File: src/verilog/i2c_bus_pkg.sv
package i2c_bus_pkg;

    // counts are system clock cycles within one SCL half period
    localparam int DEF_CLK_DIV    = 125;  // half SCL period at the default divider
    localparam int START_SETUP    = 70;   // START, repeated START and sample point, high half
    localparam int DATA_HOLD      = 3;    // SDA update point after the SCL fall
    localparam int STOP_SETUP     = 60;   // SDA rise for STOP, high half
    localparam int RELEASE_MARGIN = 3;    // cycles before the half ends when the bus is freed

    // line levels
    localparam logic SCL_IDLE  = 1'b1;    // SCL parked high while the clock is stopped
    localparam logic ACK_LEVEL = 1'b0;    // target pulls SDA low to acknowledge

endpackage

File: src/verilog/i2c_ctrl_pkg.sv
package i2c_ctrl_pkg;

    typedef enum logic [3:0] {
        IDLE       = 4'd0,
        START      = 4'd1,
        RESTART    = 4'd2,
        SLAVE_ADDR = 4'd3,
        SUB_ADDR   = 4'd4,
        READ       = 4'd5,
        WRITE      = 4'd6,
        GRAB_DATA  = 4'd7,
        ACK_RX     = 4'd8,   // acknowledge driven by the target
        ACK_TX     = 4'd9,   // acknowledge driven by the master
        STOP       = 4'd10,
        RELEASE    = 4'd11
    } seq_state_t;

    localparam int DEF_LEN_W = 24;   // byte count width
    localparam int BYTE_W    = 8;
    localparam int SUB_W     = 16;   // widest register sub-address
    localparam int DIV_W     = 16;   // half-period divider counter

endpackage

File: src/verilog/i2c_bit_sequencer.sv
`timescale 1ns/10ps

module i2c_bit_sequencer #(
    parameter int CLK_DIV = i2c_bus_pkg::DEF_CLK_DIV,
    parameter int LEN_W   = i2c_ctrl_pkg::DEF_LEN_W
) (
    input  logic                             i_clk,
    input  logic                             reset_n,
    input  logic                             start_i,
    input  logic [i2c_ctrl_pkg::BYTE_W-2:0]  dev_addr_i,
    input  logic                             rw_i,
    input  logic [i2c_ctrl_pkg::BYTE_W-1:0]  sub_hi_i,
    input  logic [i2c_ctrl_pkg::BYTE_W-1:0]  sub_lo_i,
    input  logic                             two_byte_sub_i,
    input  logic [LEN_W-1:0]                 byte_len_i,
    input  logic [i2c_ctrl_pkg::BYTE_W-1:0]  wr_byte_i,
    input  logic [i2c_ctrl_pkg::DIV_W-1:0]   div_cnt_i,
    input  logic                             scl_rise_i,
    input  logic                             scl_fall_i,
    input  logic                             scl_high_i,
    input  logic                             sda_sync_i,
    output logic                             scl_en_o,
    output logic                             sda_oe_o,
    output logic                             busy_o,
    output logic                             fetch_next_o,
    output logic                             rx_bit_valid_o,
    output logic                             rx_bit_o,
    output logic                             rx_byte_done_o,
    output logic                             nack_seen_o
);
    import i2c_bus_pkg::*;
    import i2c_ctrl_pkg::*;

    // setup points are given for the default divider, so they scale with it
    localparam int SAMPLE_AT = START_SETUP * CLK_DIV / DEF_CLK_DIV;
    localparam int STOP_AT   = STOP_SETUP * CLK_DIV / DEF_CLK_DIV;

    seq_state_t        state;
    seq_state_t        next_state;        // where to go after a good acknowledge
    logic [BYTE_W-1:0] shift_q;
    logic [3:0]        bit_cnt;           // also paces the write-byte fetch
    logic [LEN_W-1:0]  byte_cnt;
    logic              busy_q;
    logic              low_seen;
    logic              high_seen;
    logic              sub_hi_pend;       // low sub-address byte still to go
    logic              rd_addr;           // read address sent after the repeated START

    wire tx_tick   = low_seen && div_cnt_i == DIV_W'(DATA_HOLD);
    wire rx_tick   = high_seen && div_cnt_i == DIV_W'(SAMPLE_AT);
    wire stop_tick = high_seen && div_cnt_i == DIV_W'(STOP_AT);
    wire rel_tick  = div_cnt_i == DIV_W'(CLK_DIV - RELEASE_MARGIN);
    wire last_byte = byte_cnt == byte_len_i - 1'b1;
    wire all_bytes = byte_cnt == byte_len_i;

    assign busy_o = busy_q || start_i;    // covers the cycle between accept and start

    always_ff @(posedge i_clk or negedge reset_n) begin
        if (!reset_n) begin
            low_seen  <= 1'b0;
            high_seen <= 1'b0;
        end else begin
            low_seen  <= scl_fall_i || (low_seen && !scl_rise_i);
            high_seen <= scl_rise_i || (high_seen && !scl_fall_i);
        end
    end

    always_ff @(posedge i_clk or negedge reset_n) begin
        if (!reset_n) begin
            state          <= IDLE;
            next_state     <= IDLE;
            shift_q        <= '0;
            bit_cnt        <= '0;
            byte_cnt       <= '0;
            busy_q         <= 1'b0;
            sub_hi_pend    <= 1'b0;
            rd_addr        <= 1'b0;
            scl_en_o       <= 1'b0;
            sda_oe_o       <= 1'b0;
            fetch_next_o   <= 1'b0;
            rx_bit_valid_o <= 1'b0;
            rx_bit_o       <= 1'b0;
            rx_byte_done_o <= 1'b0;
            nack_seen_o    <= 1'b0;
        end else begin
            fetch_next_o   <= 1'b0;
            rx_bit_valid_o <= 1'b0;
            rx_byte_done_o <= 1'b0;
            nack_seen_o    <= 1'b0;
            case (state)
                IDLE: begin
                    if (start_i) begin
                        busy_q   <= 1'b1;
                        scl_en_o <= 1'b1;
                        bit_cnt  <= '0;
                        byte_cnt <= '0;
                        rd_addr  <= 1'b0;
                        state    <= START;
                    end
                end
                START: begin
                    if (scl_high_i && div_cnt_i == DIV_W'(SAMPLE_AT)) begin
                        sda_oe_o <= 1'b1;
                        shift_q  <= {dev_addr_i, 1'b0};   // write address in both directions
                        state    <= SLAVE_ADDR;
                    end
                end
                RESTART: begin
                    if (rx_tick) begin
                        sda_oe_o <= 1'b1;
                        shift_q  <= {dev_addr_i, 1'b1};
                        rd_addr  <= 1'b1;
                        state    <= SLAVE_ADDR;
                    end
                end
                SLAVE_ADDR, SUB_ADDR, WRITE: begin
                    if (tx_tick && bit_cnt == 4'd8) begin
                        sda_oe_o <= 1'b0;                 // target owns SDA for the ack
                        bit_cnt  <= '0;
                        state    <= ACK_RX;
                        if (state == SLAVE_ADDR) begin
                            next_state  <= rd_addr ? READ : SUB_ADDR;
                            shift_q     <= two_byte_sub_i ? sub_hi_i : sub_lo_i;
                            sub_hi_pend <= two_byte_sub_i;
                        end else if (state == SUB_ADDR && sub_hi_pend) begin
                            next_state  <= SUB_ADDR;
                            shift_q     <= sub_lo_i;
                            sub_hi_pend <= 1'b0;
                        end else if (state == SUB_ADDR) begin
                            next_state <= rw_i ? RESTART : WRITE;
                            shift_q    <= wr_byte_i;
                        end else begin
                            next_state <= last_byte ? STOP : GRAB_DATA;
                            byte_cnt   <= byte_cnt + 1'b1;
                        end
                    end else if (tx_tick) begin
                        sda_oe_o <= ~shift_q[BYTE_W-1];   // MSB first
                        shift_q  <= shift_q << 1;
                        bit_cnt  <= bit_cnt + 1'b1;
                    end
                end
                ACK_RX: begin
                    if (rx_tick && sda_sync_i == ACK_LEVEL) begin
                        state        <= next_state;
                        fetch_next_o <= next_state == GRAB_DATA;
                    end else if (rx_tick) begin
                        nack_seen_o <= 1'b1;              // abort, SCL stays high
                        busy_q      <= 1'b0;
                        scl_en_o    <= 1'b0;
                        state       <= IDLE;
                    end
                end
                GRAB_DATA: begin
                    if (bit_cnt == 4'd3) begin            // new byte lands in wr_byte by now
                        shift_q <= wr_byte_i;
                        bit_cnt <= '0;
                        state   <= WRITE;
                    end else begin
                        bit_cnt <= bit_cnt + 1'b1;
                    end
                end
                READ: begin
                    if (rx_tick) begin
                        rx_bit_valid_o <= 1'b1;
                        rx_bit_o       <= sda_sync_i;
                        bit_cnt        <= bit_cnt + 1'b1;
                        if (bit_cnt == 4'd7) begin
                            rx_byte_done_o <= 1'b1;
                            bit_cnt        <= '0;
                            byte_cnt       <= byte_cnt + 1'b1;
                            state          <= ACK_TX;
                        end
                    end
                end
                ACK_TX: begin
                    if (tx_tick && bit_cnt == 4'd0) begin
                        sda_oe_o <= ~all_bytes;           // NACK the final byte
                        bit_cnt  <= 4'd1;
                    end else if (tx_tick) begin
                        sda_oe_o <= all_bytes;            // low ahead of STOP, else released
                        bit_cnt  <= '0;
                        state    <= all_bytes ? STOP : READ;
                    end
                end
                STOP: begin
                    if (tx_tick) begin
                        sda_oe_o <= 1'b1;
                    end else if (stop_tick && sda_oe_o) begin
                        sda_oe_o <= 1'b0;                 // SDA rises with SCL high
                        state    <= RELEASE;
                    end
                end
                RELEASE: begin
                    if (rel_tick) begin
                        scl_en_o <= 1'b0;
                        busy_q   <= 1'b0;
                        state    <= IDLE;
                    end
                end
                default: state <= IDLE;
            endcase
        end
    end

endmodule

File: src/verilog/i2c_master.sv
`timescale 1ns/10ps

module i2c_master #(
    parameter int CLK_DIV = i2c_bus_pkg::DEF_CLK_DIV,
    parameter int LEN_W   = i2c_ctrl_pkg::DEF_LEN_W
) (
    input  logic                             i_clk,
    input  logic                             reset_n,
    input  logic                             req_trans_i,
    input  logic [i2c_ctrl_pkg::BYTE_W-1:0]  addr_rw_i,
    input  logic [i2c_ctrl_pkg::SUB_W-1:0]   sub_addr_i,
    input  logic                             sub_len_i,
    input  logic [LEN_W-1:0]                 byte_len_i,
    input  logic [i2c_ctrl_pkg::BYTE_W-1:0]  data_write_i,
    output logic [i2c_ctrl_pkg::BYTE_W-1:0]  data_out_o,
    output logic                             valid_out_o,
    output logic                             req_data_chunk_o,
    output logic                             busy_o,
    output logic                             nack_o,
    output logic                             scl_o,
    output logic                             sda_oe_o,
    input  logic                             sda_i
);
    import i2c_ctrl_pkg::*;

    logic              start;
    logic [BYTE_W-2:0] dev_addr;
    logic              rw;
    logic [BYTE_W-1:0] sub_hi;
    logic [BYTE_W-1:0] sub_lo;
    logic              two_byte_sub;
    logic [LEN_W-1:0]  byte_len;
    logic [BYTE_W-1:0] wr_byte;
    logic              fetch_next;
    logic              rx_bit_valid;
    logic              rx_bit;
    logic              rx_byte_done;
    logic              nack_seen;
    logic              scl_en;
    logic [DIV_W-1:0]  div_cnt;
    logic              scl_rise;
    logic              scl_fall;
    logic              scl_high;
    logic              sda_sync;

    i2c_req_decode #(.LEN_W(LEN_W)) u_decode (
        .i_clk(i_clk), .reset_n(reset_n), .req_trans_i(req_trans_i), .busy_i(busy_o),
        .addr_rw_i(addr_rw_i), .sub_addr_i(sub_addr_i), .sub_len_i(sub_len_i),
        .byte_len_i(byte_len_i), .data_write_i(data_write_i), .fetch_next_i(fetch_next),
        .start_o(start), .dev_addr_o(dev_addr), .rw_o(rw), .sub_hi_o(sub_hi),
        .sub_lo_o(sub_lo), .two_byte_sub_o(two_byte_sub), .byte_len_o(byte_len),
        .wr_byte_o(wr_byte), .req_data_chunk_o(req_data_chunk_o)
    );

    i2c_scl_timer #(.CLK_DIV(CLK_DIV)) u_scl_timer (
        .i_clk(i_clk), .reset_n(reset_n), .scl_en_i(scl_en), .sda_i(sda_i),
        .scl_o(scl_o), .div_cnt_o(div_cnt), .scl_rise_o(scl_rise), .scl_fall_o(scl_fall),
        .scl_high_o(scl_high), .sda_sync_o(sda_sync)
    );

    i2c_bit_sequencer #(.CLK_DIV(CLK_DIV), .LEN_W(LEN_W)) u_sequencer (
        .i_clk(i_clk), .reset_n(reset_n), .start_i(start), .dev_addr_i(dev_addr),
        .rw_i(rw), .sub_hi_i(sub_hi), .sub_lo_i(sub_lo), .two_byte_sub_i(two_byte_sub),
        .byte_len_i(byte_len), .wr_byte_i(wr_byte), .div_cnt_i(div_cnt),
        .scl_rise_i(scl_rise), .scl_fall_i(scl_fall), .scl_high_i(scl_high),
        .sda_sync_i(sda_sync), .scl_en_o(scl_en), .sda_oe_o(sda_oe_o), .busy_o(busy_o),
        .fetch_next_o(fetch_next), .rx_bit_valid_o(rx_bit_valid), .rx_bit_o(rx_bit),
        .rx_byte_done_o(rx_byte_done), .nack_seen_o(nack_seen)
    );

    i2c_rx_result u_result (
        .i_clk(i_clk), .reset_n(reset_n), .start_i(start), .rx_bit_valid_i(rx_bit_valid),
        .rx_bit_i(rx_bit), .rx_byte_done_i(rx_byte_done), .nack_seen_i(nack_seen),
        .data_out_o(data_out_o), .valid_out_o(valid_out_o), .nack_o(nack_o)
    );

endmodule

File: src/verilog/i2c_req_decode.sv
`timescale 1ns/10ps

module i2c_req_decode #(
    parameter int LEN_W = i2c_ctrl_pkg::DEF_LEN_W
) (
    input  logic                              i_clk,
    input  logic                              reset_n,
    input  logic                              req_trans_i,
    input  logic                              busy_i,
    input  logic [i2c_ctrl_pkg::BYTE_W-1:0]   addr_rw_i,
    input  logic [i2c_ctrl_pkg::SUB_W-1:0]    sub_addr_i,
    input  logic                              sub_len_i,
    input  logic [LEN_W-1:0]                  byte_len_i,
    input  logic [i2c_ctrl_pkg::BYTE_W-1:0]   data_write_i,
    input  logic                              fetch_next_i,
    output logic                              start_o,
    output logic [i2c_ctrl_pkg::BYTE_W-2:0]   dev_addr_o,
    output logic                              rw_o,
    output logic [i2c_ctrl_pkg::BYTE_W-1:0]   sub_hi_o,
    output logic [i2c_ctrl_pkg::BYTE_W-1:0]   sub_lo_o,
    output logic                              two_byte_sub_o,
    output logic [LEN_W-1:0]                  byte_len_o,
    output logic [i2c_ctrl_pkg::BYTE_W-1:0]   wr_byte_o,
    output logic                              req_data_chunk_o
);
    import i2c_ctrl_pkg::*;

    logic chunk_d;                                // user byte is valid the cycle after the pulse

    wire accept = req_trans_i && !busy_i;

    always_ff @(posedge i_clk or negedge reset_n) begin
        if (!reset_n) begin
            start_o          <= 1'b0;
            req_data_chunk_o <= 1'b0;
            chunk_d          <= 1'b0;
        end else begin
            start_o          <= accept;
            req_data_chunk_o <= fetch_next_i;
            chunk_d          <= req_data_chunk_o;
        end
    end

    always_ff @(posedge i_clk) begin
        if (accept) begin
            dev_addr_o     <= addr_rw_i[BYTE_W-1:1];
            rw_o           <= addr_rw_i[0];
            sub_hi_o       <= sub_len_i ? sub_addr_i[SUB_W-1:BYTE_W] : '0;
            sub_lo_o       <= sub_addr_i[BYTE_W-1:0];   // 8-bit sub-address sits in the low byte
            two_byte_sub_o <= sub_len_i;
            byte_len_o     <= byte_len_i;
        end
        if (accept || chunk_d) begin
            wr_byte_o <= data_write_i;                  // first byte at accept, later ones on fetch
        end
    end

endmodule

File: src/verilog/i2c_rx_result.sv
`timescale 1ns/10ps

module i2c_rx_result (
    input  logic                             i_clk,
    input  logic                             reset_n,
    input  logic                             start_i,
    input  logic                             rx_bit_valid_i,
    input  logic                             rx_bit_i,
    input  logic                             rx_byte_done_i,
    input  logic                             nack_seen_i,
    output logic [i2c_ctrl_pkg::BYTE_W-1:0]  data_out_o,
    output logic                             valid_out_o,
    output logic                             nack_o
);
    import i2c_ctrl_pkg::*;

    logic [BYTE_W-1:0] rx_sr;

    wire [BYTE_W-1:0] rx_next = {rx_sr[BYTE_W-2:0], rx_bit_i};   // MSB arrives first

    always_ff @(posedge i_clk or negedge reset_n) begin
        if (!reset_n) begin
            valid_out_o <= 1'b0;
            nack_o      <= 1'b0;
        end else begin
            valid_out_o <= rx_byte_done_i;
            if (start_i) begin
                nack_o <= 1'b0;                  // held until the next request
            end else if (nack_seen_i) begin
                nack_o <= 1'b1;
            end
        end
    end

    // done comes with the last bit strobe, so the byte includes it
    always_ff @(posedge i_clk) begin
        if (rx_bit_valid_i) begin
            rx_sr <= rx_next;
        end
        if (rx_byte_done_i) begin
            data_out_o <= rx_next;
        end
    end

endmodule

File: src/verilog/i2c_scl_timer.sv
`timescale 1ns/10ps

module i2c_scl_timer #(
    parameter int CLK_DIV = i2c_bus_pkg::DEF_CLK_DIV
) (
    input  logic                             i_clk,
    input  logic                             reset_n,
    input  logic                             scl_en_i,
    input  logic                             sda_i,
    output logic                             scl_o,
    output logic [i2c_ctrl_pkg::DIV_W-1:0]   div_cnt_o,
    output logic                             scl_rise_o,
    output logic                             scl_fall_o,
    output logic                             scl_high_o,
    output logic                             sda_sync_o
);
    import i2c_bus_pkg::*;
    import i2c_ctrl_pkg::*;

    logic sda_meta;
    logic scl_cur;
    logic scl_prev;

    // half-period divider, parked at count zero with SCL high
    always_ff @(posedge i_clk or negedge reset_n) begin
        if (!reset_n) begin
            div_cnt_o <= '0;
            scl_o     <= SCL_IDLE;
        end else if (!scl_en_i) begin
            div_cnt_o <= '0;
            scl_o     <= SCL_IDLE;
        end else if (div_cnt_o == DIV_W'(CLK_DIV - 1)) begin
            div_cnt_o <= '0;
            scl_o     <= ~scl_o;
        end else begin
            div_cnt_o <= div_cnt_o + 1'b1;
        end
    end

    // sampled on the falling edge so the flags settle before the next rising edge
    always_ff @(negedge i_clk or negedge reset_n) begin
        if (!reset_n) begin
            sda_meta   <= 1'b1;
            sda_sync_o <= 1'b1;
            scl_cur    <= SCL_IDLE;
            scl_prev   <= SCL_IDLE;
        end else begin
            sda_meta   <= sda_i;
            sda_sync_o <= sda_meta;
            scl_cur    <= scl_o;
            scl_prev   <= scl_cur;
        end
    end

    assign scl_rise_o = scl_cur && !scl_prev;
    assign scl_fall_o = !scl_cur && scl_prev;
    assign scl_high_o = scl_cur && scl_prev;

endmodule
File: config.mk
export PLATFORM = sky130hd
export DESIGN_NAME = i2c_master
export DESIGN_NICKNAME = d
export VERILOG_FILES = /design/src/verilog/i2c_bus_pkg.sv /design/src/verilog/i2c_ctrl_pkg.sv /design/src/verilog/i2c_bit_sequencer.sv /design/src/verilog/i2c_master.sv /design/src/verilog/i2c_req_decode.sv /design/src/verilog/i2c_rx_result.sv /design/src/verilog/i2c_scl_timer.sv
export SDC_FILE = /design/constraint.sdc
export NUM_CORES = 1
export LEC_CHECK = 0
export BUFFER_PORTS_ARGS = -buffer_cell sky130_fd_sc_hd__buf_2
export CAP_MARGIN = 5
export CORE_ASPECT_RATIO = 0.75
export CORE_UTILIZATION = 62
export CTS_CLUSTER_SIZE = 24
export DETAILED_ROUTE_END_ITERATION = 10
export PLACE_DENSITY = 0.83
export SLEW_MARGIN = 15
export SYNTH_ARGS = -nofsm -noshare
export SYNTH_HDL_FRONTEND = slang
export SYNTH_SLANG_ARGS = --single-unit
File: constraint.sdc
create_clock -name i_clk -period 5.8 [get_ports i_clk]
set_clock_uncertainty 0.2 [all_clocks]
set_input_delay 0.58 -clock i_clk [delete_from_list [all_inputs] [get_ports i_clk]]
set_output_delay 0.58 -clock i_clk [all_outputs]
set_load 0.02 [all_outputs]
* Word-level counts from Yosys, hierarchy flattened *
Index checks and enable logic that the tools add are counted.

storage, ports and cells
  register bits = 153
  word-level logic and storage cells = 216
  input port bits = 61

operators by class
  eq/ne operators = 45
  reduce and logical (&&, ||, !) cells = 45
  mux-type cells = 82
  add/sub/neg operators = 4
  bitwise gates (word level) = 4

operator list
  operator                 count
  $mux W24                 7
  $mux W4                  27
  $mux W8                  9
  $pmux W24 S3             1
  $eq A16 B7 Y1 const B    3
  $eq A24 B24 Y1           2
  $pmux W4 S10             1
  $mux W16                 2
  $pmux W8 S4              1
  $mux W1                  29
  $add A24 B1 Y24 const B  1
  $eq A4 B3 Y1 const B     6
  $sub A24 B1 Y24 const B  1
  $eq A4 B4 Y1 const B     5
  $ne A2 B1 Y1 const B     10
  $pmux W4 S5              1
  $add A16 B1 Y16 const B  1
  $eq A16 B2 Y1 const B    1
  $eq A16 B6 Y1 const B    1
  $ne A2 B2 Y1 const B     8
  $logic_and A1 B1 Y1      15
  $reduce_and A13 Y1       1
  $eq A4 B2 Y1 const B     3
  $ne A3 B1 Y1 const B     4
  21 further kinds         40

* Longest topological paths before layout *
Gate-level depths: netlist of run 1.

  depth after elaboration = 6
  gate-level depth with buffers = 11

* Modules after synthesis *
From an unflattened synthesis of run 1, not the netlist that was laid out.

unflattened totals
  cell total of the unflattened synthesis = 738
  area total of the unflattened synthesis = 8031.5 µm²

by module, submodules not included
  module             times used  area each (µm²)  cells an instance
  i2c_bit_sequencer  1           4663.2           555
  i2c_req_decode     1           1856.8           70
  i2c_scl_timer      1           1001.0           95
  i2c_rx_result      1           510.5            18

==> reports/qor.yml, run 1 <==
power:
  p_comb_frac: 0.293
  switching_share: 0.355
  p_sw_w: 0.00129
  p_int_w: 0.00234
  leakage_nw: 3.55
  power.share.sequential: 0.411
  clkPwrFrac: 0.296
  p_per_area_nw_per_um2: 409
  worst_ir_drop_vdd_mv: 0.290
yosys:
  synth_area_um2: 7790
  yosysSeqAreaShare: 0.538
  synth.largest_area_cell: "edfxtp_1"
  ys_types: 70
  synth_warnings: 0
  syn_area_per_cell_um2: 10.6
  synth_edf_count: 72
  ys_ff_latch: 153
  async_reset_ff_frac: 0.529
  synthesis.nets: 805
  synthCells: 737
  ys.flop_type: "dfrtp_1"
  synth_top_area_share: 0.277
  synth_area_leaders: "edfxtp_1, dfrtp_1, xor2_1, nor2_1, xnor2_1"
floorplan:
  die_y_um: 99.1
  rows: 35
  fp.dieW_um: 131
  die_area_um2: 13000
  core_area_um2: 12300
  io_pins: 75
  start_util: 0.636
detailed_routing:
  drtIter0Drc: 664
  drc: 0
  postRouteAntennaNets: 0
  vias: 6010
  viasPerCell: 6.10
  first_pass_iters: 6
  drt_wl_total_mm: 18.1
  wl_per_cell_um: 18.4
clock_network:
  post_cts_buffers: 0
  cts_tree: "done"
  h-tree-depth: 4
  root_buffer: "clkbuf_16"
  cts_buffers: 17
  cts_sinks: 153
  cts_buffer_depth: 2
  cts.reportedPaths.clkPinSlew_ns: 0.07
  clk_latency_ns: 0.45
cells_and_area:
  final_cells: 985
  final_net_count: 874
  syn2layout_area_growth_pct: 13.9
  n_fill_cell: 844
  insertedDiodeCount: 0
  drive_gt1_frac: 0.167
grt:
  grt_pass1_vias: 5858
  grt_max_degree: 52
  antenna_found_initial: 0
  grt_pass1_wl_mm: 29.7
  globalRouteOverflowTotal: 0
  track_usage: 0.293
placement:
  dp_cells: 949
  gp_congestion: 0.910
  hpwl_mm: 12.7
  portBuffers: 74
min_path:
  hp-class: "primary input to flop"
timing:
  finalHoldViolations: 0
  rsz0062_at_grt: "false"
  slew_violations: 0
  tns_ns: 0
  slew-limit-headroom: 0.430
  setup_viol: 0
  tightest_slew_ns: 0.851
job:
  max_cap_violations: 0
run_status:
  outcome: "finished clean"
worst_setup_path:
  slowest_delay_ns: 0.62
  path_max_fanout: 8
  critPathSlowestCell: "or4_4"
  path_class: "flop to flop"
  critPathArrivalTime_ns: 5.32
  r2r_slack_ns: 0.58
  cp_cell_sequence: "a311oi_1 > o21ai_2 > o21ai_1 > or4_4 > mux2_1"
  cp-end-kind: "flop"
  cp_data_required_time_ns: 5.90
  startpoint_type: "flop"
layout by cell type, fill, tap and decap left out, types with 28 or more instances in the layout:
| cell type | instances |
|---|---|
| dfrtp_1 | 76 |
| nand2_1 | 55 |
| xnor2_1 | 29 |
| o21ai_0 | 36 |
| nand3_1 | 28 |
| buf_2 | 73 |
| xor2_1 | 42 |
| nor2_1 | 83 |
| a21oi_1 | 32 |
| edfxtp_1 | 72 |
| inv_1 | 28 |
sequential cells by signal, summed over array words and instances (netlist names), 4 cells and up:
name / count
u_result.rx_sr: 7
u_sequencer.byte_cnt: 24
u_decode.sub_lo_o: 8
u_decode.sub_hi_o: 8
u_sequencer.bit_cnt: 4
u_sequencer.shift_q: 8
u_result.data_out_o: 8
u_decode.wr_byte_o: 8
u_sequencer.state: 4
u_decode.byte_len_o: 24
u_sequencer.next_state: 4
u_scl_timer.div_cnt_o: 16
u_decode.dev_addr_o: 7
timing repair:
action / 4_1_cts / 5_1_grt
hold buffers: 1 / 0
resized for setup: 0 / 0
endpoints found under the hold margin: 35 / 0
area by class of cell:
type                    count  area, µm²  share of cell area
clock buffers              21        493              0.0556
clock inverters            15       97.6              0.0110
inverters                  24       90.1              0.0102
multi-input cells         528       3380               0.381
flip-flops and latches    153       4200               0.473
well taps                 166        208              0.0234
repair buffers             78        405              0.0457
synthesized netlist by cell type (all sizes together) (6+ instances only):
| library cell | count |
|---|---|
| nand4 | 19 |
| and2 | 14 |
| o22a | 6 |
| xnor2 | 29 |
| or3 | 9 |
| nor2b | 7 |
| xor2 | 42 |
| nor4 | 15 |
| a222oi | 7 |
| mux2 | 13 |
| and3 | 15 |
| clkbuf | 27 |
| nand3 | 28 |
| nand2 | 55 |
| edfxtp | 72 |
| nor2 | 85 |
| ha | 7 |
| dfrtp | 76 |
| inv | 25 |
| a21oi | 32 |
| o21ai | 38 |
| nand2b | 10 |
| nor3 | 20 |
| mux2i | 6 |
| a31oi | 8 |
worst paths after layout:
| path | from | end | cells after the start |
|---|---|---|---|
| worst max-delay path | u_scl_timer.scl_cur$_DFF_NN1_ | u_sequencer.shift_q[5]$_DFFE_PN0P_ | 5 |
| worst min-delay path | byte_len_i[6] | u_decode.byte_len_o[6]$_DFFE_PP_ | 1 |
| worst max register to register | u_scl_timer.scl_cur$_DFF_NN1_ | u_sequencer.shift_q[5]$_DFFE_PN0P_ | 5 |
| worst min register to register | u_scl_timer.sda_meta$_DFF_NN1_ | u_scl_timer.sda_sync_o$_DFF_NN1_ | 0 |
| max in group asynchronous | reset_n | u_scl_timer.sda_sync_o$_DFF_NN1_ | 2 |
| min in group asynchronous | reset_n | u_sequencer.shift_q[1]$_DFFE_PN0P_ | 2 |
through the flow:
stage / instance area [µm²] / worst slack (ns) / power [W] / hold slack, ns / util
global route: 8870 / 0.534 / 0.00380 / 0.112 / 0.724
detailed placement: 8280 / 0.651 / 0.00254 / 0.155 / 0.675
finish: 8870 / 0.579 / 0.00363 / 0.125 / 0.724
CTS: 8870 / 0.613 / 0.00362 / 0.118 / 0.724
floorplan: 7790 / 0.803 / 0.00227 / 0.0844 / -
global placement: 8280 / 0.704 / 0.00249 / 0.166 / 0.675
power groups by stage:
stage	logic [W]	clock network, W	registers [W]
2_1_floorplan	0.000869	0.00000537	0.00139
3_3_place_gp	0.000986	0.00000537	0.00150
3_5_place_dp	0.00104	0.00000537	0.00150
4_1_cts	0.00105	0.00108	0.00148
5_1_grt	0.00116	0.00113	0.00151
6_report	0.00106	0.00108	0.00149
layer usage:
metal | routed length, µm | global-route usage
met5 | 0 | 0
met2 | 8100 | 0.444
met1 | 8460 | 0.430
met3 | 1350 | 0.0637
met4 | 236 | 0.0841
critical path, delay by kind of cell, from the launching register on:
kind	cells	cell delay (ns)
flops	1	0.55
compound gates	3	0.43
mux	1	0.36
simple gates	1	0.62
kinds of logic after synthesis:
kind of cell,after synthesis,share of synthesized area
adders and majority gates,7,0.0112
xor gates and xnor gates,71,0.0798
AOI/OAI and AO/OA,124,0.104
buffers and inverters,56,0.0284
DFF,153,0.538
and+or+nand+nor,307,0.211
muxes,19,0.0279
No activity file was read; power rests on OpenSTA's default activity.
==> run 2, diff against run 1 <==
--- a/config.mk
+++ b/config.mk
@@ -8,10 +8,10 @@
 export BUFFER_PORTS_ARGS = -buffer_cell sky130_fd_sc_hd__buf_2
 export CAP_MARGIN = 5
 export CORE_ASPECT_RATIO = 0.75
-export CORE_UTILIZATION = 62
+export CORE_UTILIZATION = 55
 export CTS_CLUSTER_SIZE = 24
 export DETAILED_ROUTE_END_ITERATION = 10
-export PLACE_DENSITY = 0.83
+export PLACE_DENSITY = 0.75
 export SLEW_MARGIN = 15
 export SYNTH_ARGS = -nofsm -noshare
 export SYNTH_HDL_FRONTEND = slang
==> reports/qor.yml, run 2 (synthesized netlist as in run 1, its figures left out) <==
placement:
  dp_cells: 958  # was 949
  portBuffers: 74  # unchanged
  gp_congestion: 0.944  # was 0.910
  dp_slack_ns: 0.657  # was 0.651 ns
  hpwl_mm: 12.8  # was 12.7 mm
  placed_area_um2: 8290  # was 8280 µm²
power:
  p_per_area_nw_per_um2: 414  # was 409 nW/µm²
  worst_ir_drop_vdd_mv: 0.296  # was 0.290 mV
  leakage_nw: 3.55  # about the same
grt:
  grt_max_degree: 68  # was 52
  grt_pass1_vias: 5659  # was 5858
  grt_pass1_wl_mm: 29.7  # about the same
  track_usage: 0.266  # was 0.293
  antenna_found_initial: 0  # unchanged
  globalRouteOverflowTotal: 0  # unchanged
job:
  max_cap_violations: 0  # unchanged
timing:
  finalHoldViolations: 0  # unchanged
  setup_ws_ns: 0.598  # was 0.579 ns
  slew-limit-headroom: 0.391  # was 0.430
  rsz0062_at_grt: "false"  # unchanged
  setup_viol: 0  # unchanged
  slew_violations: 0  # unchanged
  tns_ns: 0  # unchanged
  holdWs_ns: 0.117  # was 0.125 ns
  tightest_slew_ns: 0.911  # was 0.851 ns
worst_setup_path:
  slowest_delay_ns: 0.63  # was 0.62 ns
  cp_cell_sequence: "a311oi_1 > o21ai_2 > o21ai_1 > or4_4 > mux2_1"  # unchanged
  path_class: "flop to flop"  # unchanged
  r2r_slack_ns: 0.60  # was 0.58 ns
  critPathArrivalTime_ns: 5.31  # was 5.32 ns
  critPathSlowestCell: "or4_4"  # unchanged
  cp_data_required_time_ns: 5.90  # about the same
  cp-end-kind: "flop"  # unchanged
  startpoint_type: "flop"  # unchanged
  path_max_fanout: 8  # unchanged
clock_network:
  clk_latency_ns: 0.46  # was 0.45 ns
  post_cts_buffers: 0  # unchanged
  cts_buffer_depth: 2  # unchanged
  cts_buffers: 17  # unchanged
  cts.reportedPaths.clkPinSlew_ns: 0.06  # was 0.07 ns
  h-tree-depth: 4  # unchanged
  cts_tree: "done"  # unchanged
  root_buffer: "clkbuf_16"  # unchanged
  cts_sinks: 153  # unchanged
detailed_routing:
  first_pass_iters: 5  # was 6
  drt_wl_total_mm: 18.3  # was 18.1 mm
  postRouteAntennaNets: 0  # unchanged
  vias: 5987  # was 6010
  drc: 0  # unchanged
  wl_per_cell_um: 18.4  # about the same
  viasPerCell: 6.02  # was 6.10
  drtIter0Drc: 562  # was 664
cells_and_area:
  final_cell_mix: "nor2_1, dfrtp_1, buf_2"  # unchanged
  insertedDiodeCount: 0  # unchanged
  regArea_um2: 4200  # unchanged
  final_net_count: 874  # unchanged
  final_cells: 994  # was 985
  drive_gt1_frac: 0.164  # was 0.167
  n_fill_cell: 1093  # was 844
  layout_commonest_cell: "nor2_1"  # unchanged
  syn2layout_area_growth_pct: 14.3  # was 13.9%
  stdcell_area_um2: 8910  # was 8870 µm²
  largestRegisters: "u_decode.byte_len_o (24), u_sequencer.byte_cnt (24), u_scl_timer.div_cnt_o (16)"  # unchanged
  multi_input_area_um2: 3380  # unchanged
run_status:
  outcome: "finished clean"  # unchanged
floorplan:
  io_pins: 75  # unchanged
  fp.dieW_um: 139  # was 131 µm
  rows: 37  # was 35
  core_area_um2: 13700  # was 12300 µm²
  start_util: 0.567  # was 0.636
  die_area_um2: 14700  # was 13000 µm²
  die_y_um: 105  # was 99.1 µm
min_path:
  hp-class: "primary input to flop"  # unchanged
[run 2: cell count changes in the layout (fill, tap and decap cells not counted)]
cell	change
clkinv_2	-2
clkbuf_8	+4
clkbuf_16	-2
clkbuf_1	+3
bufinv_16	+2
clkinv_4	-3
inv_6	-2
[run 2: cell type report]
cell class	count	area share
Sequential cell	153	0.471
Clock buffer	26	0.0572
Timing Repair Buffer	78	0.0455
Clock inverter	10	0.0117
Tap cell	175	0.0246
Inverter	24	0.0101
Multi-Input combinational cell	528	0.380
[run 2: final timing paths]
path / startpoint / endpoint / cells after the start
worst max register to register: u_scl_timer.scl_cur$_DFF_NN1_ / u_sequencer.shift_q[1]$_DFFE_PN0P_ / 5
worst min-delay path: byte_len_i[3] / u_decode.byte_len_o[3]$_DFFE_PP_ / 1
min in group asynchronous: reset_n / u_sequencer.rx_bit_o$_DFFE_PN0P_ / 2
worst max-delay path: u_scl_timer.scl_cur$_DFF_NN1_ / u_sequencer.shift_q[1]$_DFFE_PN0P_ / 5
worst min register to register: u_scl_timer.sda_meta$_DFF_NN1_ / u_scl_timer.sda_sync_o$_DFF_NN1_ / 0
max in group asynchronous: reset_n / u_scl_timer.sda_meta$_DFF_NN1_ / 2
[run 2: per-stage QoR]
step | power [W] | util
6_report | 0.00369 | 0.648
2_1_floorplan | 0.00227 | -
4_1_cts | 0.00368 | 0.648
3_3_place_gp | 0.00251 | 0.603
5_1_grt | 0.00387 | 0.648
3_5_place_dp | 0.00255 | 0.603
[run 2: timing repair]
action | CTS | global route
hold endpoints to repair | 9 | 0
gates resized for setup | 0 | 0
hold buffers | 1 | 0
[run 2: metal layers]
layer,global-route usage,routed length (µm),share of wire
met5,0,0,0
met4,0.117,344,0.019
met3,0.0481,1120,0.061
met2,0.378,7850,0.43
met1,0.398,8980,0.49
[run 2: power breakdown]
group          switching, W  total [W]  internal [W]
logic              0.000637    0.00106      0.000425
clock network      0.000437    0.00113      0.000695
registers          0.000195    0.00150       0.00130
total               0.00127    0.00369       0.00242
[run 2: critical path, delay by kind of cell (launching register included)]
family | cells | cell delay (ns)
simple gates | 1 | 0.63
flops | 1 | 0.55
compound gates | 3 | 0.42
mux | 1 | 0.36
